$ cat config.mk
export PLATFORM = sky130hd
export DESIGN_NAME = writeback_stage
export DESIGN_NICKNAME = d
export VERILOG_FILES = /design/src/hw/cpu_isa_pkg.sv /design/src/hw/cpu_pipe_pkg.sv /design/src/hw/writeback_stage.sv
export SDC_FILE = /design/constraint.sdc
export NUM_CORES = 1
export LEC_CHECK = 0
export BUFFER_PORTS_ARGS = -buffer_cell sky130_fd_sc_hd__buf_4
export CAP_MARGIN = 25
export CORE_ASPECT_RATIO = 0.7
export CORE_MARGIN = 5
export CORE_UTILIZATION = 37
export CTS_CLUSTER_DIAMETER = 200
export DETAILED_ROUTE_END_ITERATION = 16
export MAX_ROUTING_LAYER = met4
export PLACE_DENSITY_LB_ADDON = 0.3
export SLEW_MARGIN = 20
export SYNTH_ARGS = -nofsm -noshare
export SYNTH_HDL_FRONTEND = slang
export SYNTH_SLANG_ARGS = --single-unit
$ cat constraint.sdc
create_clock -name clk -period 1.7 [get_ports clk]
set_input_delay 0.34 -clock clk [delete_from_list [all_inputs] [get_ports clk]]
set_output_delay 0.34 -clock clk [all_outputs]
set_load 0.1 [all_outputs]
$ cat src/hw/cpu_isa_pkg.sv
`default_nettype none

package cpu_isa_pkg;

	// Data and address word
	typedef logic [15:0] word_t;
	// Register index
	typedef logic [3:0] reg_idx_t;

	// Opcode in bits 15..12, unlisted codes act as nop
	typedef enum logic [3:0] {
		OP_ADD = 4'd0,
		OP_SUB = 4'd1,
		OP_XOR = 4'd2,
		OP_SLL = 4'd3,
		OP_SRA = 4'd4,
		OP_LLI = 4'd5,
		OP_LW  = 4'd8,
		OP_SW  = 4'd9,
		OP_B   = 4'd12,
		OP_HLT = 4'd15
	} opcode_e;

	// ALU operation, PASSB forwards operand b
	typedef enum logic [2:0] {
		ALU_ADD   = 3'd0,
		ALU_SUB   = 3'd1,
		ALU_XOR   = 3'd2,
		ALU_SLL   = 3'd3,
		ALU_SRA   = 3'd4,
		ALU_PASSB = 3'd5
	} alu_op_e;

	// Branch condition in bits 11..9, codes 4..6 never taken
	typedef enum logic [2:0] {
		COND_EQ = 3'd0,
		COND_NE = 3'd1,
		COND_LT = 3'd2,
		COND_GE = 3'd3,
		COND_AL = 3'd7
	} cond_e;

	typedef struct packed {
		logic n;
		logic z;
		logic v;
	} flags_t;

	// Data memory depth in words
	localparam int DMEM_WORDS = 256;

endpackage

`default_nettype wire

$ cat src/hw/cpu_pipe_pkg.sv
`default_nettype none

package cpu_pipe_pkg;

	import cpu_isa_pkg::*;

	// Fetch to decode
	typedef struct packed {
		logic  valid;
		word_t instr;
		word_t pc_plus2;
	} fd_t;

	// Decode to execute
	typedef struct packed {
		logic     valid;
		reg_idx_t rd;
		word_t    a;
		word_t    b;
		word_t    store_data;
		alu_op_e  alu_op;
		logic     set_flags;
		logic     mem_read;
		logic     mem_write;
		logic     reg_write;
	} de_t;

	// Execute to memory
	typedef struct packed {
		logic     valid;
		reg_idx_t rd;
		word_t    alu_res;
		word_t    store_data;
		logic     mem_read;
		logic     mem_write;
		logic     reg_write;
	} em_t;

	// Memory to writeback
	typedef struct packed {
		logic     valid;
		reg_idx_t rd;
		word_t    alu_res;
		word_t    load_data;
		// Load data instead of ALU result
		logic     load_sel;
		logic     reg_write;
	} mw_t;

	// One register write as seen from outside
	typedef struct packed {
		logic     valid;
		reg_idx_t rd;
		word_t    data;
	} wb_trace_t;

endpackage

`default_nettype wire

$ cat src/hw/writeback_stage.sv
`default_nettype none

module writeback_stage import cpu_isa_pkg::*, cpu_pipe_pkg::*; (
	input wire clk,
	input wire arst_n,
	input wire mw_t mw,
	output logic wr_en,
	output reg_idx_t wr_idx,
	output word_t wr_data,
	output wb_trace_t wb_trace
);
	// Register file write
	assign wr_en = mw.valid & mw.reg_write;
	assign wr_idx = mw.rd;
	assign wr_data = mw.load_sel ? mw.load_data : mw.alu_res;

	// Trace loads on the same edge as the register file, r0 not reported
	always_ff @(posedge clk or negedge arst_n) begin
		if (!arst_n) begin
			wb_trace <= '0;
		end else begin
			wb_trace.valid <= wr_en && (wr_idx != '0);
			wb_trace.rd    <= wr_idx;
			wb_trace.data  <= wr_data;
		end
	end
endmodule

`default_nettype wire

Yosys cells after proc, flatten, opt, wreduce, memory -nomap -nowiden
Cells that the tools add are included.
- bitwise operators: 1
- reduce and logical (&&, ||, !) cells: 2
- mux-type cells: 1
- operators by type and width (kind ; number):
    $mux W16 ; 1
    $reduce_bool A4 Y1 ; 1
    $and A1 B1 Y1 ; 1
    $logic_and A1 B1 Y1 ; 1
- input bits: 41
- register bits: 21
- word-level logic and storage cells: 7
- output and inout bits: 42

Logic depth before layout (Yosys ltp)
- depth in word-level cells: 2
- gate-level depth with buffers: 3
- depth with buffers taken out: 2

Least setup slack after synthesis
OpenSTA, ideal clock, no wires.
- path kind: input port to output port
- start point: in mw[38] (netlist bit)
- end point: out wr_en
- path slack: 0.267 ns
- cell stages on the path: 1
- arrival time: 1.093 ns
- path through: and2_1
- longest elaborated chain between the ends: 1
- RTL lines (element ; line ; source):
    start, declared ; writeback_stage.sv:6 ; input wire mw_t mw,
    $and A1 B1 Y1 ; writeback_stage.sv:13 ; assign wr_en = mw.valid & mw.reg_write;
    end, declared ; writeback_stage.sv:7 ; output logic wr_en,
Every way passes these cells.

Final worst setup path
- start point: in mw[1] (netlist bit)
- end point: out wr_data[0]
- longest elaborated chain between the ends: 1
- RTL lines (element ; line ; source):
    $mux W16 ; writeback_stage.sv:15 ; assign wr_data = mw.load_sel ? mw.load_data : mw.alu_res;
    end, declared ; writeback_stage.sv:9 ; output word_t wr_data,
Every way passes these cells.

==> out/summary.json <==
{
  "via_count": 671,
  "ys_ff_latch": 21,
  "timing.final.hold_violations": 0,
  "start_util": 0.3847,
  "worst_path_most_repeated_cell": "buf_4",
  "hold_path.startpoint": "mw[37]",
  "yosysWarningCount": 0,
  "post_cts_resize_count": 0,
  "largestRegisters": "wb_trace: 21 flops",
  "final-instance-count-excl-fill": 158,
  "maxCapViolCount": 0,
  "post-place-cells": 153,
  "grt_pass1_vias": 646,
  "final.min_clock_period_ns": 1.551,
  "core_region_area_mm2": 0.002137,
  "crit_path_max_incr_delay_ns": 0.38,
  "grt_remaining_overflow": 0,
  "setup_viol": 0,
  "final.period_utilization": 0.9125,
  "synth.lib_cells_used.distinct": 8,
  "flip_flop_count_of_the_largest_register_all_copies_and_words_added": 21,
  "die_outline_area_mm2": 0.003279,
  "crit_type": "input pin to primary output",
  "critPathRequiredTime_ns": 1.36,
  "worst_hold_path.num_cells": 1,
  "first_pass_grt_wire_length_um": 3049,
  "htreeDepth": 1,
  "clk_transition_reported_paths_ns": 0.10,
  "leakage_nw": 0.7696,
  "ctsLongestPathBuffers": 2,
  "top_register": "wb_trace",
  "globalRouteTotalUtil": 0.1310,
  "antennaDiodeCount": 0,
  "post_drt_wl_per_cell_um": 13.03,
  "power.density_cell_area_mw_per_mm2": 1079,
  "crit_fanout": 16,
  "cts_buffers": 3,
  "crit_path_top_delay_cell": "mux2_2",
  "ir_worst_vdd_mv": 0.5983,
  "port_buffers": 82,
  "clockRootBuffer": "clkbuf_4",
  "gpl.final_weighted_congestion": 0.6398,
  "whs_endpoint": "wb_trace[19]",
  "netlist_instances": 45,
  "worstPathArrival_ns": 1.21,
  "area_delta_synth_final_pct": 76.71,
  "final-max-slew-violation-count": 0,
  "route.detailed.drc": 0,
  "cp_cell_sequence": "buf_4, mux2_2, buf_4",
  "status": "complete, no violations",
  "drt-pass1-iter-count": 4,
  "holdCritPathClass": "input pin to register",
  "drt_iter0_markers": 3,
  "antenna_found_initial": 0,
  "io-pin-count": 83,
  "worst-slew-pin-transition_ns": 0.2857,
  "nets": 168,
  "setup_tns_ns": 0,
  "post_synth_instance_area_um2": 822.0,
  "clock_sink_total": 21,
  "detail-route-antenna-nets": 0,
  "achievable-frequency_mhz": 644.7,
  "syn_area_per_cell_um2": 18.27,
  "die_width_um": 66.34,
  "post_synth_net_total": 86,
  "std_cell_rows": 14,
  "grt_start_max_net_pins": 22,
  "timing.max_slew.rel_slack": 0.8111,
  "clock_tree_from_tritoncts": "built",
  "start_kind": "input pin",
  "grt_setup_unrepaired": "false",
  "cp-end-kind": "primary output",
  "die_height_um": 49.44,
  "postRouteWirelength_um": 2058,
  "final_layout_size_suffix_gt1_frac": 0.8016,
  "viasPerCell": 4.247,
  "synth-seq-area-share": 0.6393
}
==> worst max path at each step <==
stage                start           to  slack [ns]
finish               mw[1]   wr_data[0]        0.15
global route         mw[1]   wr_data[2]        0.10
CTS                  mw[1]  wr_data[14]        0.14
detailed placement   mw[1]  wr_data[15]        0.14
global placement     mw[1]  wr_data[14]        0.15
floorplan           mw[38]        wr_en        0.27
==> layout by cell type (no fill, tap or decap), drive strengths merged <==
| master | synthesis | final |
|---|---|---|
| and2 | 1 | 1 |
| buf | 6 | 82 |
| clkbuf | 0 | 4 |
| dfrtp | 21 | 21 |
| dlygate4sd3 | 0 | 1 |
| mux2 | 16 | 16 |
| o41a | 1 | 1 |
==> area by class of cell <==
type / instances / area [µm²]
fillers: 181 / 684.4
repair buffers: 83 / 625.6
flip-flops and latches: 21 / 525.5
multi-input cells: 18 / 235.2
well taps: 32 / 40.04
clock buffers: 4 / 26.28
==> cells by family (layout without fill, tap and decap cells) <==
group / after synthesis / in the layout / synth area share
and+or+nand+nor: 1 / 1 / 0.007615
AOI/OAI and AO/OA: 1 / 1 / 0.01370
DFF: 21 / 21 / 0.6393
muxes: 16 / 16 / 0.2648
buffers and inverters: 6 / 87 / 0.07458
==> timing repair <==
action	in CTS	in global routing
buffers inserted	0	0
hold endpoints to repair	21	0
hold buffers	1	0
==> cells in the mapped netlist <==
cell | count | area share
o41a_1 | 1 | 0.014
buf_6 | 1 | 0.014
mux2_4 | 10 | 0.18
mux2_2 | 6 | 0.082
buf_4 | 4 | 0.037
buf_12 | 1 | 0.024
dfrtp_1 | 21 | 0.64
and2_1 | 1 | 0.0076
==> metrics by stage <==
| step | power, W | instance area, µm² | hold slack, ns | utilization | setup slack, ns |
|---|---|---|---|---|---|
| detailed placement | 0.001354 | 1416 | 0.2361 | 0.6628 | 0.1377 |
| finish | 0.001567 | 1453 | 0.1651 | 0.6797 | 0.1488 |
| floorplan | 0.001163 | 822.0 | 0.04441 | - | 0.2673 |
| global placement | 0.001349 | 1416 | 0.2359 | 0.6628 | 0.1498 |
| CTS | 0.001584 | 1453 | 0.1566 | 0.6797 | 0.1356 |
| global route | 0.001625 | 1453 | 0.1439 | 0.6797 | 0.1035 |
==> report_power, final <==
group | internal [W] | switching, W
clock network | 0.0000913 | 0.000136
registers | 0.000534 | 0.00000890
logic | 0.000188 | 0.000610
total | 0.000813 | 0.000754
==> critical path, delay by kind of cell <==
family	cells	cell delay, ns
buffers and inverters	2	0.48
multiplexers	1	0.38
==> routing by layer <==
metal	part of all wire	routed length, µm	vias up	GRT usage
li1	-	-	313	-
met5	0	0	-	-
met4	0.0092	19	0	0.04054
met1	0.33	678	304	0.1327
met2	0.50	1036	52	0.2224
met3	0.16	323	2	0.06221
Power figures use the tool's default switching activity.
