`src/hw/cpu_isa_pkg.sv`:
```
`default_nettype none

package cpu_isa_pkg;

	// Data and address word
	typedef logic [15:0] word_t;
	// Register index
	typedef logic [3:0] reg_idx_t;

	// Opcode in bits 15..12, unlisted codes act as nop
	typedef enum logic [3:0] {
		OP_ADD = 4'd0,
		OP_SUB = 4'd1,
		OP_XOR = 4'd2,
		OP_SLL = 4'd3,
		OP_SRA = 4'd4,
		OP_LLI = 4'd5,
		OP_LW  = 4'd8,
		OP_SW  = 4'd9,
		OP_B   = 4'd12,
		OP_HLT = 4'd15
	} opcode_e;

	// ALU operation, PASSB forwards operand b
	typedef enum logic [2:0] {
		ALU_ADD   = 3'd0,
		ALU_SUB   = 3'd1,
		ALU_XOR   = 3'd2,
		ALU_SLL   = 3'd3,
		ALU_SRA   = 3'd4,
		ALU_PASSB = 3'd5
	} alu_op_e;

	// Branch condition in bits 11..9, codes 4..6 never taken
	typedef enum logic [2:0] {
		COND_EQ = 3'd0,
		COND_NE = 3'd1,
		COND_LT = 3'd2,
		COND_GE = 3'd3,
		COND_AL = 3'd7
	} cond_e;

	typedef struct packed {
		logic n;
		logic z;
		logic v;
	} flags_t;

	// Data memory depth in words
	localparam int DMEM_WORDS = 256;

endpackage

`default_nettype wire

```
`src/hw/register_file.sv`:
```
`default_nettype none

module register_file import cpu_isa_pkg::*; (
	input wire clk,
	input wire arst_n,
	input wire reg_idx_t rs_idx,
	input wire reg_idx_t rt_idx,
	output word_t rs_data,
	output word_t rt_data,
	input wire wr_en,
	input wire reg_idx_t wr_idx,
	input wire word_t wr_data
);
	word_t regs [16];

	// One read port, r0 is zero, same-cycle write bypassed
	function automatic word_t read_port(reg_idx_t idx);
		if (idx == '0) begin
			return '0;
		end else if (wr_en && wr_idx == idx) begin
			return wr_data;
		end
		return regs[idx];
	endfunction

	always_comb begin
		rs_data = read_port(rs_idx);
		rt_data = read_port(rt_idx);
	end

	// r0 never stored
	always_ff @(posedge clk or negedge arst_n) begin
		if (!arst_n) begin
			regs <= '{default: '0};
		end else if (wr_en && wr_idx != '0) begin
			regs[wr_idx] <= wr_data;
		end
	end
endmodule

`default_nettype wire

```
`config.mk`:
```
export PLATFORM = sky130hd
export DESIGN_NAME = register_file
export DESIGN_NICKNAME = d
export VERILOG_FILES = /design/src/hw/cpu_isa_pkg.sv /design/src/hw/register_file.sv
export SDC_FILE = /design/constraint.sdc
export NUM_CORES = 1
export LEC_CHECK = 0
export BUFFER_PORTS_ARGS = -buffer_cell sky130_fd_sc_hd__buf_2
export CAP_MARGIN = 20
export CELL_PAD_IN_SITES_DETAIL_PLACEMENT = 1
export CELL_PAD_IN_SITES_GLOBAL_PLACEMENT = 2
export CORE_UTILIZATION = 45
export DETAILED_ROUTE_END_ITERATION = 10
export GPL_ROUTABILITY_DRIVEN = 0
export MAX_ROUTING_LAYER = met4
export PLACE_DENSITY_LB_ADDON = 0.12
export SLEW_MARGIN = 20
export SYNTH_ARGS = -nofsm -noshare
export SYNTH_HDL_FRONTEND = slang
export SYNTH_SLANG_ARGS = --single-unit
```
`constraint.sdc`:
```
create_clock -name clk -period 3.03 [get_ports clk]
set_clock_uncertainty 0.05 [all_clocks]
set_input_delay 0.7575 -clock clk [delete_from_list [all_inputs] [get_ports clk]]
set_output_delay 0.7575 -clock clk [all_outputs]
set_load 0.03 [all_outputs]
```
# Yosys cells after proc, flatten, opt, wreduce, memory -nomap -nowiden
# Cells that the tools add are included.
[word_totals]
latchBits = 0
register_bits = 256
mem_bits_ro = 0
elab_cells = 51
inputBits = 31
ramBits = 0
out_inout_bits = 32
mem_count = 0
[classes]
n_div = 0
shift = 0
n_reduce_logical = 7
n_mul = 0
mux = 19
n_addsub = 0
n_bitwise = 3
magnitude_cmp = 4
eq_ne = 2
[op_table]
columns = ["cell", "n"]
rows = [
  ["$bwmux 256", 1],
  ["$mux 16", 11],
  ["$bmux 16 s4", 2],
  ["$demux 16 s4", 1],
  ["$ge 5x5->1 const B", 3],
  ["$not 4->5", 3],
  ["$eq 4x4->1", 2],
  ["$logic_not 4->1", 2],
  ["$lt 5x1->1 const B", 1],
  ["$logic_and 1x1->1", 4],
  ["$mux 1", 4],
  ["$reduce_bool 4->1", 1],
]

# Longest topological paths before layout
[depth]
depth_word = 6
depth_mapped = 8
ltp_nobuf = 4

# Least setup slack after synthesis
# Ideal clock, no wire load.
[synth_path]
path_type = "input-to-output"
from = "input port rs_idx[1]"
to = "output port rs_data[0]"
path_stages = 7
arrival_time_ns = 2.456
required_time_ns = 2.223
setup_slack_ns = -0.233
path_buffers = 3
path_cell_list = "buf_6 > buf_8 > xnor2_1 > and4_1 > a21boi_4 > buf_2 > o32ai_1"
[synth_between]
elab_chain_len = 5
elab_cells_between_ends = 11
classes_between = "eq/ne: 1; mux: 7; bitwise: 1; reduce/logical: 2"
[synth_lines]
columns = ["item", "line_no", "text"]
rows = [
  ["start, declared", "register_file.sv:6", "input wire reg_idx_t rs_idx,"],
  ["$not 4->5 (implied by the code) or $eq 4x4->1 (tied branches)", "register_file.sv:23, register_file.sv:20", ""],
  ["$bmux 16 s4 or $logic_and 1x1->1 (tied branches)", "register_file.sv:23, register_file.sv:20", ""],
  ["$mux 16 (implied by the code) or $mux 1 (tied branches)", "register_file.sv:23, register_file.sv:20", ""],
  ["$mux 16 (implied by the code) or $mux 1 (tied branches)", "register_file.sv:23, register_file.sv:18", ""],
  ["$mux 16 *", "register_file.sv:23", "return regs[idx];"],
  ["end, declared", "register_file.sv:8", "output word_t rs_data,"],
]
# Every way passes the cells marked *; elsewhere a longest branch is shown, timed or not. The select of a mux whose other input is x is not followed.

# Worst setup path after layout
[layout_path]
from = "input port rs_idx[1]"
to = "output port rs_data[13]"
# The elaborated chain is that of the path after synthesis.

==> results.tsv <==
metric	value	unit
run_status	finished with violations	
failed_checks	negative setup slack	
synth_seq_cells	256	
rows	63	
worst_pin_slew	0.642	ns
insertion_delay	0.57	ns
die_area	31400	sq um
cts.path.max_buffers	3	
pre_cts_ws	-0.506	ns
vias	10017	
synthesis.nets	1044	
r2r_cells	1	
timing.final.ws_setup	-0.175	ns
largest_reg_flops	256	
syn-cell-area	13800	sq um
grt_pass1_vias	10881	
synth_top_area_cell	dfrtp_1	
worstSetupPathType	in2out	
cp-end-kind	output port	
comb_power_share	26.3	%
synth.distinct_cells	33	
dpl-instance-area	15300	sq um
drt-initial-drc-count	640	
design_area	17600	sq um
crit_fanout	8	
synth.avg_cell_area	13.6	sq um
fmaxAchievable	312	MHz
drt-pass1-iter-count	5	
grt_usage	32.2	%
htree_levels	1	
coreArea	29900	sq um
p_switching	3.41	mW
grt_start_max_net_pins	75	
finalHoldWorstSlack	0.137	ns
p_int	8.11	mW
required	2.22	ns
worstSetupStartpoint	rs_idx[1]	
min_period	3.20	ns
wire_per_inst	30.3	microns
cts_tree	done	
totalWireLength	47600	microns
p_leak	7.55	nW
io_buffers	62	
ys_seq_area_share	46.4	%
synth_top_area_share	46.4	%
rrSetupSlack	2.11	ns
power_density	656	nW/um^2
hold_buffers	0	
hold_violations	0	
report.final.slew_viol_count	0	
antenna_found_initial	1	
root_buffer	clkbuf_16	
yosysWarningCount	0	
clkPwrFrac	32.8	%
pin_count	63	
cp.arrival	2.40	ns
die_w	177	microns
setup_viol	29	
viasPerCell	6.39	
netSwitchingFraction	29.6	%
gr-total-overflow	0	
fin_util	58.8	%
cp-endpoint	rs_data[13]	
post-route-period-util	106	%
hold_path_class	in2async	
max_flop_register	regs	
path_clk_slew	0.06	ns
ant_nets	0	
area_delta_synth_final	27.2	%
ir_worst_vdd	0.462	mV
largestRegisters	regs (256)	
regToRegEndpoint	regs[152]	
grt_pass1_wl	71400	microns
initial_core_util	46.2	%
numCtsBuffers	30	
layout-drive-gt1-share	49.2	%
synth_area_leaders	dfrtp_1 46%, mux4_2 21%, mux2_2 8.8%, mux2_1 4.4%, a22o_1 3.8%	
rr_startpoint	regs[152]	
syn_inst	1013	
rsz0062_at_grt	true	
nets	1186	
power_frac_seq	40.9	%
die_y	177	microns
cts_sinks	256	
remaining_drc_errors	0	
dp_hpwl	30000	microns
maxSlewHeadroom	57.2	%
maxCapViolations	0	
startpoint_type	primary input	
## stage by stage
| stage | std cells | setup TNS [ns] | total power, mW |
|---|---|---|---|
| after floorplan | 1013 | -6.95 | 6.44 |
| after global placement | 1473 | -12.18 | 7.28 |
| after detailed placement | 1473 | -12.45 | 7.41 |
| after CTS | 1553 | -2.84 | 11.5 |
| after global routing | 1567 | -3.89 | 12.0 |
| final | 1568 | -2.69 | 11.5 |
## timing repair
| action | 4_1_cts | 5_1_grt |
|---|---|---|
| endpoints found under the setup margin | 32 | 32 |
| hold endpoints to repair | 0 | 0 |
| buffers inserted | 27 | 15 |
| resized for setup | 134 | 29 |
| gates cloned | 6 | 2 |
| pin swaps | 53 | 40 |
## worst max-delay path: stages
cell	delay, ns
buf_16	0.15
buf_16	0.16
buf_6	0.11
mux4_2	0.48
a22o_1	0.29
nor2_4	0.15
o32ai_2	0.11
buf_4	0.18
## worst min-delay path by stage
| stage | depth (start not counted) | to | startpoint |
|---|---|---|---|
| 4_1_cts | 1 | regs[132] | arst_n |
| 6_report | 1 | regs[4] | arst_n |
| 3_3_place_gp | 0 | regs[250] | regs[250] |
| 3_5_place_dp | 0 | regs[253] | regs[253] |
| 2_1_floorplan | 1 | regs[240] | regs[240] |
| 5_1_grt | 1 | regs[4] | arst_n |
## routing by layer
metal	GRT usage (%)	wire length, microns
met1	42.8	20000
met2	51.0	23500
met3	4.64	2560
met4	10.6	1540
met5	-	0
## final cells by class
cell class | instances | area (sq um)
inverters | 16 | 60.1
clock inverters | 8 | 133
clock buffers | 46 | 901
repair buffers | 223 | 2430
fillers | 2821 | 12300
flip-flops and latches | 256 | 6410
multi-input cells | 628 | 7140
diodes | 1 | 2.50
well taps | 390 | 488
## cells by family (layout without fill, tap and decap cells)
| group | after synthesis | in the layout | share of synthesized area (%) |
|---|---|---|---|
| AO/OA/AOI/OAI | 176 | 176 | 9.08 |
| XOR/XNOR | 6 | 6 | 0.381 |
| buffers and inverters | 129 | 293 | 4.71 |
| flip-flops | 256 | 256 | 46.4 |
| multiplexers | 294 | 294 | 34.4 |
| other | 0 | 1 | 0 |
| AND/OR/NAND/NOR | 152 | 152 | 5.05 |
## layout by cell type (no fill, tap or decap), types with 16 or more instances in the layout
master	n
dfrtp_1	256
mux4_2	128
buf_4	119
mux2_2	106
nand2_1	85
a22o_1	57
mux2_1	54
o21ai_1	48
buf_12	39
o21ai_0	34
clkbuf_16	32
nor2_2	27
buf_2	25
buf_6	21
o32ai_2	19
inv_1	16
## power groups by stage
stage / logic (mW) / clock network, mW / registers (mW)
3_5_place_dp: 2.68 / 0 / 4.73
6_report: 3.03 / 3.78 / 4.72
5_1_grt: 3.23 / 3.97 / 4.81
3_3_place_gp: 2.61 / 0 / 4.67
2_1_floorplan: 1.92 / 0 / 4.52
4_1_cts: 2.96 / 3.85 / 4.68
## synthesized netlist by cell type
master	number
a21boi_4	2
a22o_1	60
and2_1	2
and2b_1	2
and3_1	1
and4_1	2
buf_2	40
buf_4	9
buf_6	8
buf_8	2
clkbuf_1	54
dfrtp_1	256
inv_1	16
mux2_1	54
mux2_2	108
mux2i_1	4
mux4_2	128
nand2_1	85
nand2b_1	3
nand3_1	1
nand3b_1	3
nor2_1	32
nor2_2	9
nor2b_1	2
nor3_1	2
nor3b_1	1
nor4_4	2
o21ai_0	34
o21ai_1	48
o32ai_1	32
or2_2	2
or3_1	3
xnor2_1	6
(Power assumes the default switching activity.)
