**config.mk**
```make
export PLATFORM = sky130hd
export DESIGN_NAME = decode_stage
export DESIGN_NICKNAME = d
export VERILOG_FILES = /design/src/hw/cpu_isa_pkg.sv /design/src/hw/cpu_pipe_pkg.sv /design/src/hw/decode_stage.sv
export SDC_FILE = /design/constraint.sdc
export NUM_CORES = 1
export LEC_CHECK = 0
export BUFFER_PORTS_ARGS = -buffer_cell sky130_fd_sc_hd__buf_2
export CAP_MARGIN = 20
export CORE_ASPECT_RATIO = 0.6
export CORE_UTILIZATION = 25
export CTS_BUF_LIST = sky130_fd_sc_hd__clkbuf_4
export DETAILED_ROUTE_END_ITERATION = 10
export SLEW_MARGIN = 10
export SYNTH_ARGS = -nofsm -noshare
export SYNTH_HDL_FRONTEND = slang
export SYNTH_SLANG_ARGS = --single-unit
```
**constraint.sdc**
```tcl
create_clock -name clk -period 2.4 [get_ports clk]
set_input_delay 0.48 -clock clk [delete_from_list [all_inputs] [get_ports clk]]
set_output_delay 0.48 -clock clk [all_outputs]
set_load 0.01 [all_outputs]
```
**src/hw/cpu_isa_pkg.sv**
```systemverilog
`default_nettype none

package cpu_isa_pkg;

	// Data and address word
	typedef logic [15:0] word_t;
	// Register index
	typedef logic [3:0] reg_idx_t;

	// Opcode in bits 15..12, unlisted codes act as nop
	typedef enum logic [3:0] {
		OP_ADD = 4'd0,
		OP_SUB = 4'd1,
		OP_XOR = 4'd2,
		OP_SLL = 4'd3,
		OP_SRA = 4'd4,
		OP_LLI = 4'd5,
		OP_LW  = 4'd8,
		OP_SW  = 4'd9,
		OP_B   = 4'd12,
		OP_HLT = 4'd15
	} opcode_e;

	// ALU operation, PASSB forwards operand b
	typedef enum logic [2:0] {
		ALU_ADD   = 3'd0,
		ALU_SUB   = 3'd1,
		ALU_XOR   = 3'd2,
		ALU_SLL   = 3'd3,
		ALU_SRA   = 3'd4,
		ALU_PASSB = 3'd5
	} alu_op_e;

	// Branch condition in bits 11..9, codes 4..6 never taken
	typedef enum logic [2:0] {
		COND_EQ = 3'd0,
		COND_NE = 3'd1,
		COND_LT = 3'd2,
		COND_GE = 3'd3,
		COND_AL = 3'd7
	} cond_e;

	typedef struct packed {
		logic n;
		logic z;
		logic v;
	} flags_t;

	// Data memory depth in words
	localparam int DMEM_WORDS = 256;

endpackage

`default_nettype wire

```
**src/hw/cpu_pipe_pkg.sv**
```systemverilog
`default_nettype none

package cpu_pipe_pkg;

	import cpu_isa_pkg::*;

	// Fetch to decode
	typedef struct packed {
		logic  valid;
		word_t instr;
		word_t pc_plus2;
	} fd_t;

	// Decode to execute
	typedef struct packed {
		logic     valid;
		reg_idx_t rd;
		word_t    a;
		word_t    b;
		word_t    store_data;
		alu_op_e  alu_op;
		logic     set_flags;
		logic     mem_read;
		logic     mem_write;
		logic     reg_write;
	} de_t;

	// Execute to memory
	typedef struct packed {
		logic     valid;
		reg_idx_t rd;
		word_t    alu_res;
		word_t    store_data;
		logic     mem_read;
		logic     mem_write;
		logic     reg_write;
	} em_t;

	// Memory to writeback
	typedef struct packed {
		logic     valid;
		reg_idx_t rd;
		word_t    alu_res;
		word_t    load_data;
		// Load data instead of ALU result
		logic     load_sel;
		logic     reg_write;
	} mw_t;

	// One register write as seen from outside
	typedef struct packed {
		logic     valid;
		reg_idx_t rd;
		word_t    data;
	} wb_trace_t;

endpackage

`default_nettype wire

```
**src/hw/decode_stage.sv**
```systemverilog
`default_nettype none

module decode_stage import cpu_isa_pkg::*, cpu_pipe_pkg::*; (
	input wire clk,
	input wire arst_n,
	input wire fd_t fd,
	input wire flags_t flags,
	output reg_idx_t rs_idx,
	output reg_idx_t rt_idx,
	input wire word_t rs_data,
	input wire word_t rt_data,
	output logic branch_taken,
	output word_t branch_target,
	output logic halt,
	output de_t de
);
	opcode_e op;
	cond_e cond;
	logic live;
	logic cond_true;
	logic halt_q;
	word_t imm8_sext;
	word_t imm4_x2;
	word_t shamt;
	de_t de_d;

	// Fields
	assign op = opcode_e'(fd.instr[15:12]);
	assign cond = cond_e'(fd.instr[11:9]);
	// Nothing issues once halted
	assign live = fd.valid & ~halt_q;

	// Base register in 7..4, SW data register in 11..8
	assign rs_idx = fd.instr[7:4];
	assign rt_idx = (op == OP_SW) ? fd.instr[11:8] : fd.instr[3:0];

	// Immediates
	assign imm8_sext = {{8{fd.instr[7]}}, fd.instr[7:0]};
	assign imm4_x2 = {{11{fd.instr[3]}}, fd.instr[3:0], 1'b0};
	assign shamt = {12'd0, fd.instr[3:0]};

	// Branch offset counts words
	assign branch_target = fd.pc_plus2 + {{6{fd.instr[8]}}, fd.instr[8:0], 1'b0};

	// Condition against flags from execute
	always_comb begin
		case (cond)
			COND_EQ: cond_true = flags.z;
			COND_NE: cond_true = ~flags.z;
			COND_LT: cond_true = flags.n ^ flags.v;
			COND_GE: cond_true = ~(flags.n ^ flags.v);
			COND_AL: cond_true = 1'b1;
			default: cond_true = 1'b0;
		endcase
	end

	assign branch_taken = live & (op == OP_B) & cond_true;
	assign halt = halt_q;

	// Control generation
	always_comb begin
		de_d = '0;
		de_d.valid = live;
		de_d.rd = fd.instr[11:8];
		de_d.a = rs_data;
		de_d.b = rt_data;
		de_d.store_data = rt_data;
		case (op)
			OP_ADD, OP_SUB, OP_XOR: begin
				de_d.alu_op = (op == OP_ADD) ? ALU_ADD : (op == OP_SUB) ? ALU_SUB : ALU_XOR;
				de_d.set_flags = 1'b1;
				de_d.reg_write = 1'b1;
			end
			// Shift amount is the 4-bit immediate
			OP_SLL, OP_SRA: begin
				de_d.alu_op = (op == OP_SLL) ? ALU_SLL : ALU_SRA;
				de_d.b = shamt;
				de_d.reg_write = 1'b1;
			end
			OP_LLI: begin
				de_d.alu_op = ALU_PASSB;
				de_d.b = imm8_sext;
				de_d.reg_write = 1'b1;
			end
			// Address is base plus scaled offset
			OP_LW: begin
				de_d.b = imm4_x2;
				de_d.mem_read = 1'b1;
				de_d.reg_write = 1'b1;
			end
			OP_SW: begin
				de_d.b = imm4_x2;
				de_d.mem_write = 1'b1;
			end
			default: begin
			end
		endcase
	end

	// Sticky halt, cleared only by reset
	always_ff @(posedge clk or negedge arst_n) begin
		if (!arst_n) begin
			halt_q <= 1'b0;
		end else if (live && op == OP_HLT) begin
			halt_q <= 1'b1;
		end
	end

	// Decode/execute register
	always_ff @(posedge clk or negedge arst_n) begin
		if (!arst_n) begin
			de <= '0;
		end else begin
			de <= de_d;
		end
	end
endmodule

`default_nettype wire

```
### After elaboration in Yosys (flattened, before gate mapping)

Cells that the tools add are included.

| word-level totals | value |
|---|---|
| flip-flop bits (word level) | 61 |
| bits of input ports | 70 |
| output and inout bits | 86 |

| cells by class | value |
|---|---|
| add/subtract/negate cells | 1 |
| equality and inequality tests | 13 |
| multiplexer cells | 11 |
| bitwise gates (word level) | 7 |
| reductions and logical operators | 7 |

Operator list:

| kind | count |
|---|---|
| 16-bit one-hot mux with 3 select lines | 1 |
| 16-bit adder | 1 |
| 4-bit == test (second input constant) | 4 |
| 3-bit one-hot mux with 3 select lines | 1 |
| 4-bit by 2-bit == test with 1-bit output (second input constant) | 2 |
| 4-bit by 3-bit == test with 1-bit output (second input constant) | 2 |
| 7-bit OR reduction | 1 |
| 3-bit by 2-bit == test with 1-bit output (second input constant) | 2 |
| 1-bit one-hot mux with 5 select lines | 1 |
| 4-bit by 1-bit == test with 1-bit output (second input constant) | 1 |
| 4-bit zero test | 1 |
| 1-bit 2-to-1 mux | 4 |
| 2-bit 2-to-1 mux | 2 |
| 4-bit 2-to-1 mux | 1 |
| 2-bit OR reduction | 2 |
| 1-bit bitwise AND | 3 |
| 3-bit by 1-bit == test with 1-bit output (second input constant) | 1 |
| 3-bit == test (second input constant) | 1 |
| 3-bit zero test | 1 |
| 3-bit 2-to-1 mux | 1 |
| 1-bit inverter | 3 |
| 3-bit OR reduction | 1 |
| 1-bit logical AND | 1 |
| 1-bit bitwise XOR | 1 |

### Longest topological paths before layout

| logic depth | value |
|---|---|
| depth after elaboration | 4 |
| gate-level depth with buffers | 7 |
| gate-level depth less buffers | 7 |

### Worst setup path after synthesis

OpenSTA, ideal clock, no wires.

| path | value |
|---|---|
| path kind | input port to output port |
| from | in fd[1] (netlist name) |
| to | out branch_target[15] |
| arrival | 2090 ps |
| data required time | 1920 ps |
| setup slack | -170 ps |
| cell stages on the path | 7 |
| cell sequence | ha_1 > fa_1 > a21oi_1 > nand4b_1 > a21oi_2 > o2111a_1 > a311oi_1 |

| on the way | value |
|---|---|
| cells in the longest elaborated chain, start to end | 1 |

RTL lines:

| item | RTL line | RTL |
|---|---|---|
| from (decl) | decode_stage.sv:6 | `input wire fd_t fd,` |
| 16-bit adder | decode_stage.sv:43 | `assign branch_target = fd.pc_plus2 + {{6{fd.instr[8]}}, fd.instr[8:0], 1'b0};` |
| to (decl) | decode_stage.sv:13 | `output word_t branch_target,` |

No other way between the ends.

### Worst setup path after layout

| path | value |
|---|---|
| from | in fd[16] (netlist name) |
| to | out branch_target[9] |

Same word-level chain as after synthesis.

==> results.tsv <==
stage	metric	value	unit
status	status	finished, violations left	
status	failing checks	DRC, setup timing	
critical_path	Crit. End Element	output port	
critical_path	reg2reg end	halt$_DFFE_PN0P_	
hold_path	worst hold-check path type	in -> reg	
yosys	Synth Flop Type	dfrtp_1	
yosys	Synth area leader	dfrtp_1	
timing	Total Neg Setup Slack	-969	ps
cells_and_area	fin cells	576	
floorplanning	die width	138	um
yosys	sequential share of the synthesized area	54.7	%
cts	Clock transition at path regs	90	ps
yosys	Mapped Avg Cell Area	11.7	sq um
placed_design	placed inst area	3990	sq um
critical_path	worst reg2reg path depth	1	
routing	wl on met1	4.49	mm
cells_and_area	final instance area	4410	sq um
critical_path	worst-path fanout max	3	
critical_path	slowest CP cell	or4_1	
cells_and_area	ant diodes	0	
grt	first-pass GRT wire length	14.0	mm
cells_and_area	Final nets	519	
timing	final hold slack	186	ps
yosys	Yosys top cell area share	54.7	%
grt	initial antenna violation count	0	
yosys	YS warnings	0	
cts	clk root buf	clkbuf_4	
routing	DR vias	2544	
routing	drt total wl	9.08	mm
critical_path	crit path cell chain	buf_6, ha_4, fa_2, a21oi_2, nand4b_1, a21boi_2, or4_1, nand3_2, buf_6	
power	Tot Pwr	2.53	mW
placed_design	GP Congestion	0.802	
hold_path	hold depth	1	
placed_design	I/O Buffers	153	
timing	RSZ-0062 raised after global routing	yes	
routing	residual DRC count	18	
critical_path	CP Class	in -> out	
cells_and_area	final core occ	41.2	%
floorplanning	core area	10700	sq um
timing	Final Setup Violations	8	
routing	Avg WL per Cell	15.8	um
routing	met2 routed WL	3.98	mm
yosys	Post-synth EDFFs	0	
placed_design	detailed placement HPWL	6.96	mm
grt	GRT overflow	0	
grt	pin count of the biggest net entering global routing	25	
floorplanning	Starting Density	26.1	%
critical_path	crit start category	input port	
routing	met3 routed wirelength	553	um
hold_path	hold wc startpoint	rs_data[3]	
floorplanning	full die area	11600	sq um
critical_path	critical path's most frequent cell	buf_6	
cts	clock latency on the worst-skew pair	400	ps
routing	DR iter-0 viols	111	
timing	Final Skew	0.792	ps
timing	fmax	372	MHz
yosys	Synth Instances	238	
critical_path	flop2flop setup slack	1660	ps
timing	slew margin rel.	52.5	%
power	PD cells	574	nW/um^2
cts	Sink Count	61	
timing	Final Max Tran Viols	0	
critical_path	Arr. time, crit path	2210	ps
timing	Final min period	2690	ps
routing	via-per-instance ratio	4.42	
cts	number of buffers created by CTS	9	
yosys	most common cell in the synthesized netlist	dfrtp_1	
routing	Routed Antenna Nets	0	
cells_and_area	Multi-input gate area	1420	sq um
power	Pint	1.77	mW
routing	drt pass-1 iters	7	
grt	number of global-route vias before repair	2641	
cells_and_area	FF/Latch Area	1530	sq um
yosys	Mapped Area	2790	sq um
power	Sw Share	29.9	%
timing	final setup margin	-287	ps
critical_path	WP data required	1920	ps
power	leakage	2.21	nW
routing	max layer used	met4	
placed_design	placed insts	559	
cts	number of H-tree levels	3	
yosys	#FFs+latches synth	61	
floorplanning	DIE HEIGHT	83.8	um
yosys	Post-synth ARST share	100	%
hold_path	WHS Endpoint	de[42]$_DFF_PN0_	
grt	total track usage	15.9	%
floorplanning	row count	29	
power	Sequential Power Share	43.9	%
timing	Final period util	112	%
cells_and_area	fillers	1039	
power	Comb power frac	29.5	%
yosys	Synth cell types	51	
power	maximum VDD drop	0.000214	V
floorplanning	I/O pin cnt	156	
power	P_sw	755	uW
timing	Hold Vio Cnt, Final	0	
cells_and_area	share of cells above drive strength 1	57.7	%
yosys	top cells by instance count after synthesis	dfrtp_1, nor2_1, nand2_1, ha_1, a21o_1	
critical_path	CP peak stage delay	420	ps
yosys	top cells by area, synth	dfrtp_1, ha_1, a21o_1, nor2_1, nand2_1	
flow_run	total of max-cap violations	0	
cells_and_area	area grow syn2layout	58.0	%
power	clock network power share	26.6	%
yosys	syn_nets	323	
placed_design	dpl ws	-376	ps
cts	CTS Buffer Depth	2	
critical_path	Reg2Reg Launch Point	halt$_DFFE_PN0P_	
cts	CTS tree	built	
timing	Worst Tran Pin Value	712	ps
-- registers in the layout, indices dropped and copies added, names as in the netlist --
signal  cells
de         60
halt        1
-- cell type report --
type                            count  area share (%)
Sequential cell                    61            34.6
Multi-Input combinational cell    162            32.2
Timing Repair Buffer              198            26.2
Tap cell                          139            3.95
Clock buffer                       11            1.87
Clock inverter                      3           0.880
Inverter                            2           0.170
-- critical path, delay by kind of cell --
family	cells	cell delay [ps]
compound gates	2	270
fa+ha+maj	2	500
buf+inv	2	200
simple gates	3	770
-- power by group through the flow --
stage | Clock [mW] | Sequential [mW] | Combinational (mW)
5_1_grt | 0.752 | 1.12 | 0.807
3_5_place_dp | 0 | 1.13 | 0.658
6_report | 0.674 | 1.11 | 0.745
3_3_place_gp | 0 | 1.13 | 0.648
4_1_cts | 0.708 | 1.11 | 0.713
2_1_floorplan | 0 | 1.17 | 0.284
-- cells by family after synthesis --
group                      after synthesis  synth area share, %
muxes                                    5                 1.97
adders and majority gates               15                 7.00
DFF                                     61                 54.7
AOI/OAI and AO/OA                       62                 16.1
and+or+nand+nor                         71                 14.1
buffers and inverters                   15                 3.28
xor gates and xnor gates                 9                 2.83
-- what timing repair did --
action	4_1_cts	5_1_grt
pin swaps	15	14
resized for setup	31	22
hold buffers	1	0
hold endpoints to repair	17	0
setup buffers	2	1
setup endpoints to repair	10	10
-- worst max-delay path by stage --
stage | end | slack, ps | start | cells past startpoint
2_1_floorplan | branch_target[9] | 10 | fd[1] | 7
3_3_place_gp | branch_target[9] | -350 | fd[16] | 9
3_5_place_dp | branch_target[9] | -380 | fd[16] | 9
4_1_cts | branch_target[15] | -310 | fd[16] | 9
5_1_grt | branch_target[15] | -340 | fd[16] | 9
6_report | branch_target[9] | -290 | fd[16] | 9
-- metal layers --
layer  vias up  track usage [%]
li1       1243                -
met1      1203             22.5
met2        93             23.6
met3         5             4.82
met4         0             3.88
met5         -                0
-- placed cells by master (no fill, tap or decap), types with 4 or more instances in the layout --
master	synthesis	layout
nand2_1	18	17
buf_2	4	148
a21o_1	13	13
dfrtp_1	61	61
clkbuf_4	0	11
a21oi_1	11	8
buf_6	0	8
nor3_1	4	4
xor2_1	5	5
nor2b_1	4	4
ha_4	0	11
mux2_1	4	4
nor2_1	19	17
xnor2_1	4	4
a21oi_2	2	4
o21ai_2	0	4
buf_4	8	40
(Power assumes the default switching activity.)
