[config.mk]
export PLATFORM = sky130hd
export DESIGN_NAME = fetch_stage
export DESIGN_NICKNAME = d
export VERILOG_FILES = /design/src/hw/cpu_isa_pkg.sv /design/src/hw/cpu_pipe_pkg.sv /design/src/hw/fetch_stage.sv
export SDC_FILE = /design/constraint.sdc
export NUM_CORES = 1
export LEC_CHECK = 0
export ABC_CLOCK_PERIOD_IN_PS = 2300
export BUFFER_PORTS_ARGS = -buffer_cell sky130_fd_sc_hd__buf_2
export CAP_MARGIN = 0
export CORE_MARGIN = 3
export CORE_UTILIZATION = 35
export CTS_CLUSTER_DIAMETER = 150
export DETAILED_ROUTE_END_ITERATION = 16
export SYNTH_ARGS = -nofsm -noshare
export SYNTH_HDL_FRONTEND = slang
export SYNTH_SLANG_ARGS = --single-unit
[constraint.sdc]
create_clock -name clk -period 2.3 [get_ports clk]
set_clock_uncertainty 0.2 [all_clocks]
set_input_delay 0 -clock clk [delete_from_list [all_inputs] [get_ports clk]]
set_output_delay 0 -clock clk [all_outputs]
set_load 0.03 [all_outputs]
[src/hw/cpu_isa_pkg.sv]
`default_nettype none

package cpu_isa_pkg;

	// Data and address word
	typedef logic [15:0] word_t;
	// Register index
	typedef logic [3:0] reg_idx_t;

	// Opcode in bits 15..12, unlisted codes act as nop
	typedef enum logic [3:0] {
		OP_ADD = 4'd0,
		OP_SUB = 4'd1,
		OP_XOR = 4'd2,
		OP_SLL = 4'd3,
		OP_SRA = 4'd4,
		OP_LLI = 4'd5,
		OP_LW  = 4'd8,
		OP_SW  = 4'd9,
		OP_B   = 4'd12,
		OP_HLT = 4'd15
	} opcode_e;

	// ALU operation, PASSB forwards operand b
	typedef enum logic [2:0] {
		ALU_ADD   = 3'd0,
		ALU_SUB   = 3'd1,
		ALU_XOR   = 3'd2,
		ALU_SLL   = 3'd3,
		ALU_SRA   = 3'd4,
		ALU_PASSB = 3'd5
	} alu_op_e;

	// Branch condition in bits 11..9, codes 4..6 never taken
	typedef enum logic [2:0] {
		COND_EQ = 3'd0,
		COND_NE = 3'd1,
		COND_LT = 3'd2,
		COND_GE = 3'd3,
		COND_AL = 3'd7
	} cond_e;

	typedef struct packed {
		logic n;
		logic z;
		logic v;
	} flags_t;

	// Data memory depth in words
	localparam int DMEM_WORDS = 256;

endpackage

`default_nettype wire

[src/hw/cpu_pipe_pkg.sv]
`default_nettype none

package cpu_pipe_pkg;

	import cpu_isa_pkg::*;

	// Fetch to decode
	typedef struct packed {
		logic  valid;
		word_t instr;
		word_t pc_plus2;
	} fd_t;

	// Decode to execute
	typedef struct packed {
		logic     valid;
		reg_idx_t rd;
		word_t    a;
		word_t    b;
		word_t    store_data;
		alu_op_e  alu_op;
		logic     set_flags;
		logic     mem_read;
		logic     mem_write;
		logic     reg_write;
	} de_t;

	// Execute to memory
	typedef struct packed {
		logic     valid;
		reg_idx_t rd;
		word_t    alu_res;
		word_t    store_data;
		logic     mem_read;
		logic     mem_write;
		logic     reg_write;
	} em_t;

	// Memory to writeback
	typedef struct packed {
		logic     valid;
		reg_idx_t rd;
		word_t    alu_res;
		word_t    load_data;
		// Load data instead of ALU result
		logic     load_sel;
		logic     reg_write;
	} mw_t;

	// One register write as seen from outside
	typedef struct packed {
		logic     valid;
		reg_idx_t rd;
		word_t    data;
	} wb_trace_t;

endpackage

`default_nettype wire

[src/hw/fetch_stage.sv]
`default_nettype none

module fetch_stage import cpu_isa_pkg::*, cpu_pipe_pkg::*; (
	input wire clk,
	input wire arst_n,
	input wire halt,
	input wire branch_taken,
	input wire word_t branch_target,
	output word_t imem_addr,
	input wire word_t imem_data,
	output fd_t fd
);
	word_t pc_q;
	word_t pc_plus2;

	assign pc_plus2 = pc_q + 16'd2;
	// Instruction port answers in the same cycle
	assign imem_addr = pc_q;

	// PC: step, redirect, or freeze once halted
	always_ff @(posedge clk or negedge arst_n) begin
		if (!arst_n) begin
			pc_q <= '0;
		end else if (!halt) begin
			pc_q <= branch_taken ? branch_target : pc_plus2;
		end
	end

	// Fetch/decode register
	always_ff @(posedge clk or negedge arst_n) begin
		if (!arst_n) begin
			fd <= '0;
		end else begin
			// Squash slot behind a taken branch, and everything after halt
			fd.valid    <= ~halt & ~branch_taken;
			fd.instr    <= imem_data;
			fd.pc_plus2 <= pc_plus2;
		end
	end
endmodule

`default_nettype wire

==> After elaboration in Yosys (flattened, before gate mapping) <==
Cells that the tools add are included.
{ "op_classes": {"add_sub_neg": 1, "muxes": 1, "bitwise_logic": 3} }
{ "op_table": {"columns": ["operator", "count"], "rows": [
  ["16-bit by 2-bit adder with 16-bit output, second input constant", 1],
  ["16-bit two-way mux", 1],
  ["1-bit inverter", 2],
  ["1-bit AND", 1]
]} }
{ "totals": {"register_bits": 49, "in_bits": 36, "output_inout_bits": 49, "wordCells": 9} }

==> Longest topological paths before layout <==
Gate-level depths: netlist of run 1.
{ "logic_depth": {"word_depth": 2, "depth_mapped": 7, "depth_no_buf": 5} }

==> Worst setup path after synthesis of run 1 <==
Ideal clock, no wire load.
{ "synth_path": {"kind": "register -> register", "startpoint": "register pc_q[1], in the netlist imem_addr[1]", "endpoint": "register pc_q[13], in the netlist imem_addr[13]", "setup_time_ns": 0.145, "t_arrival_ns": 1.651, "setup_slack_ns": 0.304, "stages_incl_launch_ff": 6, "path_buffers": 0, "path_cell_list": "dfrtp_1 ha_1 nand2_1 or4_4 nand3_1 o311ai_2"} }
{ "synth_between": {"elab_chain_len": 2} }
{ "synth_rtl": {"columns": ["item", "line", "rtl"], "rows": [
  ["start, declared", "fetch_stage.sv:13", "word_t pc_q;"],
  ["start signal, assigned", "fetch_stage.sv:25", "pc_q <= branch_taken ? branch_target : pc_plus2;"],
  ["16-bit by 2-bit adder with 16-bit output", "fetch_stage.sv:16", "assign pc_plus2 = pc_q + 16'd2;"],
  ["16-bit two-way mux", "fetch_stage.sv:25", null]
]} }
Every way passes these cells.
A chain may end at the register's enable or synchronous reset.

==> Final worst setup path of run 1 <==
{ "layout_path": {"startpoint": "register pc_q[1], in the netlist imem_addr[1]", "endpoint": "register pc_q[7], in the netlist imem_addr[7]"} }
Same word-level chain as after synthesis.

==> results of run 1 <==
-- where the power goes --
group | switching [mW] | leakage, nW | internal [mW]
combinational | 0.408 | 0.753 | 0.239
clock | 0.287 | 0.0585 | 0.326
sequential | 0.0950 | 0.577 | 0.970
-- registers in the layout, summed over array words and instances, names as in the netlist --
signal     flops
fd            33
imem_addr     16
-- logic make-up after synthesis --
group           share of synthesized area (%)
mux                                      1.09
xor+xnor                                 5.83
fa+ha+maj                               0.640
simple gates                             13.4
compound gates                           12.5
buf+inv                                  3.84
flops                                    62.7
-- worst paths after layout --
| check | from | end | slack (ps) | cells past startpoint |
|---|---|---|---|---|
| min reg2reg | imem_addr[0] | fd[0] | 210 | 0 |
| max in group asynchronous | arst_n | imem_addr[10] | 750 | 3 |
| max reg2reg | imem_addr[1] | imem_addr[7] | 120 | 6 |
| min in group asynchronous | arst_n | imem_addr[3] | 70 | 3 |
| min | halt | imem_addr[1] | 10 | 2 |
| max | imem_addr[1] | imem_addr[7] | 120 | 6 |
-- critical path, delay by kind of cell (launching register included) --
kind	cells	cell delay, ps
buf+inv	1	560
fa+ha+maj	1	270
compound gates	2	200
simple gates	2	390
flops	1	430
-- routing by layer --
layer,GRT usage [%],routed length (µm)
met1,21.4,2310
met4,4.56,42
met2,28.6,2360
met3,3.59,413
met5,0,0
-- area by class of cell --
type | count | area [µm²]
Tap cell | 70 | 87.6
Inverter | 8 | 30.0
Clock buffer | 5 | 68.8
Fill cell | 474 | 2260
Clock inverter | 3 | 43.8
Timing Repair Buffer | 128 | 853
Multi-Input combinational cell | 99 | 663
Sequential cell | 49 | 1230
-- through the flow --
step                setup WS [ps]  cell area (µm²)  cells  util [%]
global placement              459             2440    313      46.6
floorplan                     304             1950    166         -
CTS                          29.6             2960    362      56.6
finish                        121             2970    362      56.8
global route                 16.1             2970    362      56.8
detailed placement            404             2440    313      46.6
-- what timing repair did --
action	4_1_cts	5_1_grt
setup endpoints to repair	0	3
hold buffers	41	0
resized for setup	0	3
endpoints found under the hold margin	81	0
-- placed cells by master, fill, tap and decap left out, types with 3 or more instances in the layout --
cell type      instances
buf_2                 84
dfrtp_1               49
dlygate4sd3_1         41
nand2_1               10
nor2_1                10
nand3_1                9
a21oi_1                9
xnor2_1                8
inv_1                  7
xor2_1                 5
a22oi_1                5
o21ai_0                5
clkbuf_8               5
nor4_1                 4
nor3_1                 4
o311ai_0               3
buf_4                  3
==> results.md, run 1 <==
- The count of TritonRoute iterations in the first routing pass is 4.
- Once detailed placement completed, the half-perimeter wirelength came to 3390 µm.
- Setup repair after global routing left no endpoint under its margin.
- The worst setup path is launched from a flip-flop.
- The count of boundary I/O pins is 85.
- The CTS buffer count is 5.
- The area growth from synthesis to layout is 52.1%.
- The effective utilization at floorplan is 37.3%.
- In this run the clock root is driven by a clkbuf_8.
- In the final timing run, aggregate negative setup slack is 0 ps.
- By count the netlist is led by 49 x dfrtp_1, 11 x nor2_1, 10 x nand2_1, 10 x nand3_1, 9 x a21oi_1.
- The clock period could shrink to roughly 2200 ps.
- Synthesis produced a netlist whose cell count is 166.
- The via density per instance is between 4 and 5.
- The number of global-route vias before repair is about 1700.
- The setup violation total in the final timing report is 0.
- The final max-slew violation count is 0.
- VDD sags by at most roughly 0.48 mV.
- After synthesis, flip-flops and latches occupy 62.7% of the total area.
- In the post-synthesis netlist, the biggest area contributors are dfrtp_1 63%, xnor2_1 3.6%, nand3_1 2.6%, a21oi_1 2.3%, xor2_1 2.2%.
- Synthesis produced a netlist with a net count of 203.
- Derived from the worst setup path, the maximum achievable clock frequency is 459 MHz.
- The post-synthesis cell type count is 36.
- The overall global routing resource usage is roughly 17%.
- At the end of the flow, the number of nets in the layout was around 330.
- The share of cells above drive strength 1 is 36.6%.
- The worst setup path is captured at a flip-flop.
- The post-CTS setup buffer count is 0.
- The number of flops mapped to enable cells by yosys is 0.
- The floorplan die width is 80.7 µm.
- The number of remaining DRC errors is 0.
- Dividing the synthesized area by the synthesized cell count gives between 10 and 15 µm².
- The dominant register cell in the synthesized netlist is dfrtp_1.
- The placer's final routability congestion estimate is slightly below 0.8.
- The clock reaches the later pin of the worst-skew pair after 300 ps.
- Final hold analysis gives a worst-case slack of between 10 and 15 ps.
- In the synthesized netlist the async set-or-reset flop fraction comes to between 90% and 100%.
- The global-route congestion overflow total is 0.
- The clock passes through at most 2 buffers.
- The cell with the most instances after synthesis is dfrtp_1.
- The first global-routing pass estimated roughly 8400 µm of wire.
- For this block, the initial DRC count from the detailed router was 60.
- Data arrives at the worst endpoint at ~2200 ps.
- The mapped netlist covers a little under 0.002 mm².
- The share of the cycle needed by the critical path after routing is around 95%.
- The area of the die is about 0.0065 mm².
- The number of antenna violations at the first check in global routing is 0.
- In the final routed layout, each cell accounts on average for ~14 µm.
- The warning count from the yosys run is 0.
- The die is around 81 µm tall.
- The H-tree was split into 2 levels.
- The master of the slowest instance on the critical path is dlygate4sd3_1.
- After detailed routing, the total wire length is slightly above 5000 µm.
- The headroom to the max-slew limit is 48.7%.
- Power spread over the standard cell area amounts to around 780 mW/mm².
- The completed layout was analyzed and its total power is between 2 and 2.5 mW.
- Clock-pin slew was measured on the worst setup and hold paths at ~100 ps.
- The count of final hold-check violations was 0.
- The pin count of the biggest net entering global routing is 34.
- The delay of the slowest critical-path stage is between 500 and 600 ps.
- In this run the biggest area consumer among cell types represents between 60% and 70% of the synthesized area.
- The number of port buffers is 84.
- TritonCTS built the clock tree.
- For the pin with the worst max-slew slack, the measured transition is approximately 770 ps.
- The class of the tightest hold or removal check is input port to flip-flop.
- Max-cap violations in this run came to 0.
- The flow ran to the end, and the final reports show no timing, DRC or antenna violations.
- The signal on the critical path passes through ha_2 -> nand3_1 -> nor2_1 -> o21bai_1 -> o2bb2ai_1 -> dlygate4sd3_1.
- The largest total area in the synthesized netlist belongs to dfrtp_1.
- Across all layers, the routed design uses about 1700 vias.
- Along the worst path, the maximum fanout reaches 7.
- The sink count of the clock tree is 49.
- The post-synthesis sequential element count is 49.
- The total leakage power is 1.39 nW.
- The floorplan step defined a core boundary enclosing between 0.005 and 0.006 mm².
- 0 antenna diodes ended up in the layout.
- In this run the core area contains 26 standard-cell rows.
- The remaining antenna violation count after routing is 0.
- The critical path is of the flip-flop to flip-flop type.
- STA puts the critical path data required time at approximately 2300 ps.
No activity file was read; power rests on OpenSTA's default activity.
==> inputs of run 2 (changes only) <==
--- a/config.mk
+++ b/config.mk
@@ -9,9 +9,11 @@
 export BUFFER_PORTS_ARGS = -buffer_cell sky130_fd_sc_hd__buf_2
 export CAP_MARGIN = 0
 export CORE_MARGIN = 3
-export CORE_UTILIZATION = 35
+export CORE_UTILIZATION = 46
 export CTS_CLUSTER_DIAMETER = 150
 export DETAILED_ROUTE_END_ITERATION = 16
+export HOLD_SLACK_MARGIN = 0.08
+export PLACE_DENSITY = 0.78
 export SYNTH_ARGS = -nofsm -noshare
 export SYNTH_HDL_FRONTEND = slang
 export SYNTH_SLANG_ARGS = --single-unit
==> run 2 against run 1 <==
Effect of this change:
- register-to-register slack got worse by 30 ps
- largest power group unchanged
- highest routed layer unchanged
- via count increased by 13%
- cell area increased by 2.9%
- first-iteration DRC count increased to 4.8 times the previous value
- final cell count decreased by 3.0%
- hold slack improved by 75 ps
- largest cell class unchanged
- critical endpoint is now imem_addr[6]
==> results.md, run 2 (synthesis gave the netlist of run 1 again) <==
- The overall global routing resource usage was 26.2% (+9.5 points).
- The worst-case reg-to-reg path depth is 5 (-1).
- The total number of vias is 1950 (+13%).
- The final critical delay including setup and external delays is 2210 ps (+30.8 ps).
- The total inserted antenna cells is 0 (unchanged).
- The via density per instance is 5.56 (+17%).
- The routed wire length per instance is 19.8 µm (+40%).
- The master of the slowest instance on the critical path is dfrtp_1.
- The post-route total power is 2.40 mW (+3.0%).
- The worst flop-to-flop path startpoint is imem_addr[3].
- The share of the cycle needed by the critical path after routing came to 96.1% (+1.3 points).
- The wire length of the first global-routing pass is 10200 µm (+22%).
- The data required time of the worst path is 2360 ps (+80 ps).
- In this run the clock root is driven by a clkbuf_8.
- The post-layout worst setup margin was 90.5 ps (-30.8 ps).
- The net total in the final layout came to 338 (+3.0%).
- The count of filler cells inserted in the layout is 236 (-50%).
- The floorplan die width is 71.2 µm (-12%).
- The clock-pin slew on the worst setup and hold paths is 100 ps (about the same).
- The area after detailed placement is 0.00241 mm² (-1.0%).
- The power density normalized to cell area is 783 mW/mm² (+0.12%).
- The final max-slew violation count is 0 (unchanged).
- The count of TritonRoute iterations in the first routing pass came to 5 (+1).
- The worst setup slack before clock tree synthesis was 366 ps (-37.7 ps).
- The achievable frequency is 453 MHz (-1.4%).
- The total core area is 0.00406 mm² (-23%).
- The number of antenna violations at the first check in global routing was 0 (unchanged).
- The sink count of the clock tree was 49 (unchanged).
- The share of cells above drive strength 1 is 35.9% (-0.76 points).
- The global-route congestion overflow total is 0 (unchanged).
- The count of boundary I/O pins is 85 (unchanged).
- The clock latency on the worst-skew pair came to 310 ps (about the same).
- TritonCTS built the clock tree.
- The library cell used most frequently in the layout, excluding fill and tap cells, is buf_2.
- The area added between synthesis and finish is 56.5%.
- More flip-flops sit in one register than any other, and that register is fd.
- The wire length reported by the detailed router is 6950 µm (+36%).
- The total negative slack for setup checks came to 0 ps (unchanged).
- The run finished with clean final reports.
- The signal on the critical path passes through nand3_2 -> nor2_1 -> o21ba_2 -> dlygate4sd3_1 -> o22a_1.
- The number of remaining DRC errors is 0 (unchanged).
- The critical path in this run is classified as flip-flop to flip-flop.
- The violation count after the first detailed-routing iteration came to 290 (+380%).
- The element type at the critical path start is a flip-flop.
- The placer's final routability congestion estimate is 0.847 (+7.8%).
- The maximum level of the CTS H-tree is 2 (unchanged).
- The number of global-route vias before repair was 2030 (+17%).
- The class of the tightest hold or removal check is input port to asynchronous set/reset pin.
- The pin count of the biggest net entering global routing is 30 (-12%).
- The headroom to the max-slew limit was 36.2% (-13 points).
- The setup slack on the worst flop-to-flop path is 90 ps (-30 ps).
- The number of port buffers came to 84 (unchanged).
- The final non-filler cell area is 0.00306 mm² (+2.9%).
- The number of max-capacitance violations reported came to 0 (unchanged).
- The gate family responsible for the most delay along the worst path is flip-flops.
- The effective utilization at floorplan is 48.2% (+11 points).
- The total leakage power is 1.42 nW (+2.1%).
- The transition time of the tightest slew-check pin was 954 ps (+188 ps).
- The worst register-to-register path ends at imem_addr[6].
- The worst hold slack is 88.0 ps (+75.0 ps).
- The CTS buffer count came to 5 (unchanged).
- The worst setup path is captured at a flip-flop.
- In the layout the commonest cells are 84 x buf_2, 51 x dlygate4sd3_1, 49 x dfrtp_1.
- The buffer depth of the longest clock path is 2 (unchanged).
- The worst ir drop on vdd is 0.299 mV (-38%).
- The setup violation total in the final timing report came to 0 (unchanged).
- The count of final hold-check violations came to 0 (unchanged).
- The post-DP HPWL is 3100 µm (-8.6%).
- The highest fanout seen on the critical path is 9 (+2).
- The flip-flop count of the largest register, all copies and words added is 33 (unchanged).
- The die span in y is 71.2 µm (-12%).
- The data arrival at the endpoint of the critical path is 2270 ps (+110 ps).
- The area of the die is 0.00507 mm² (-22%).
- The number of placement rows is 23 (-12%).
- The number of buffers and inverters on the critical path came to 1 (unchanged).
- The remaining antenna violation count after routing is 0 (unchanged).
- The delay of the slowest critical-path stage is 560 ps (about the same).
==> run 2: changes by cell type in the layout (fill, tap and decap cells not counted), sizes merged <==
cell / delta
dlygate4sd3: +10
inv: -1
==> run 2: routing by layer <==
| metal | part of all wire (%) | GRT usage [%] |
|---|---|---|
| met2 | 51 | 44.0 |
| met1 | 37 | 32.0 |
| met3 | 9.3 | 6.96 |
| met5 | 0 | 0 |
| met4 | 1.9 | 10.4 |
==> run 2: where the power goes <==
part	switching, mW	internal [mW]
Combinational	0.442	0.253
Clock	0.303	0.317
Sequential	0.112	0.970
==> run 2: layout make-up <==
cell class	count	area (µm²)	share of cell area, %
Timing Repair Buffer	138	953	31.2
Clock buffer	5	68.8	2.25
Clock inverter	2	35.0	1.15
Sequential cell	49	1230	40.1
Inverter	8	30.0	0.982
Tap cell	50	62.6	2.04
Multi-Input combinational cell	99	683	22.3
==> run 2: worst max path at each step <==
stage / slack [ps] / end / cells after the start / startpoint
global route: -30 / imem_addr[12] / 5 / imem_addr[9]
global placement: 430 / imem_addr[13] / 4 / imem_addr[1]
CTS: 40 / imem_addr[12] / 5 / imem_addr[3]
floorplan: 300 / imem_addr[13] / 5 / imem_addr[1]
finish: 90 / imem_addr[6] / 5 / imem_addr[3]
detailed placement: 370 / imem_addr[13] / 4 / imem_addr[1]
==> run 2: timing repair <==
| action | CTS | global route |
|---|---|---|
| resized for setup | 0 | 6 |
| buffers inserted | 0 | 0 |
| endpoints found under the setup margin | 0 | 6 |
| hold buffers | 52 | 0 |
| hold endpoints to repair | 81 | 0 |
==> run 2: through the flow <==
step | instances | utilization [%]
detailed placement | 293 | 59.5
finish | 351 | 75.4
floorplan | 166 | -
global placement | 293 | 59.5
CTS | 352 | 74.9
global route | 351 | 75.4
==> run 2: worst min-delay path, delay by kind of cell <==
| family | cells | cell delay [ps] |
|---|---|---|
| buf+inv | 3 | 1020 |
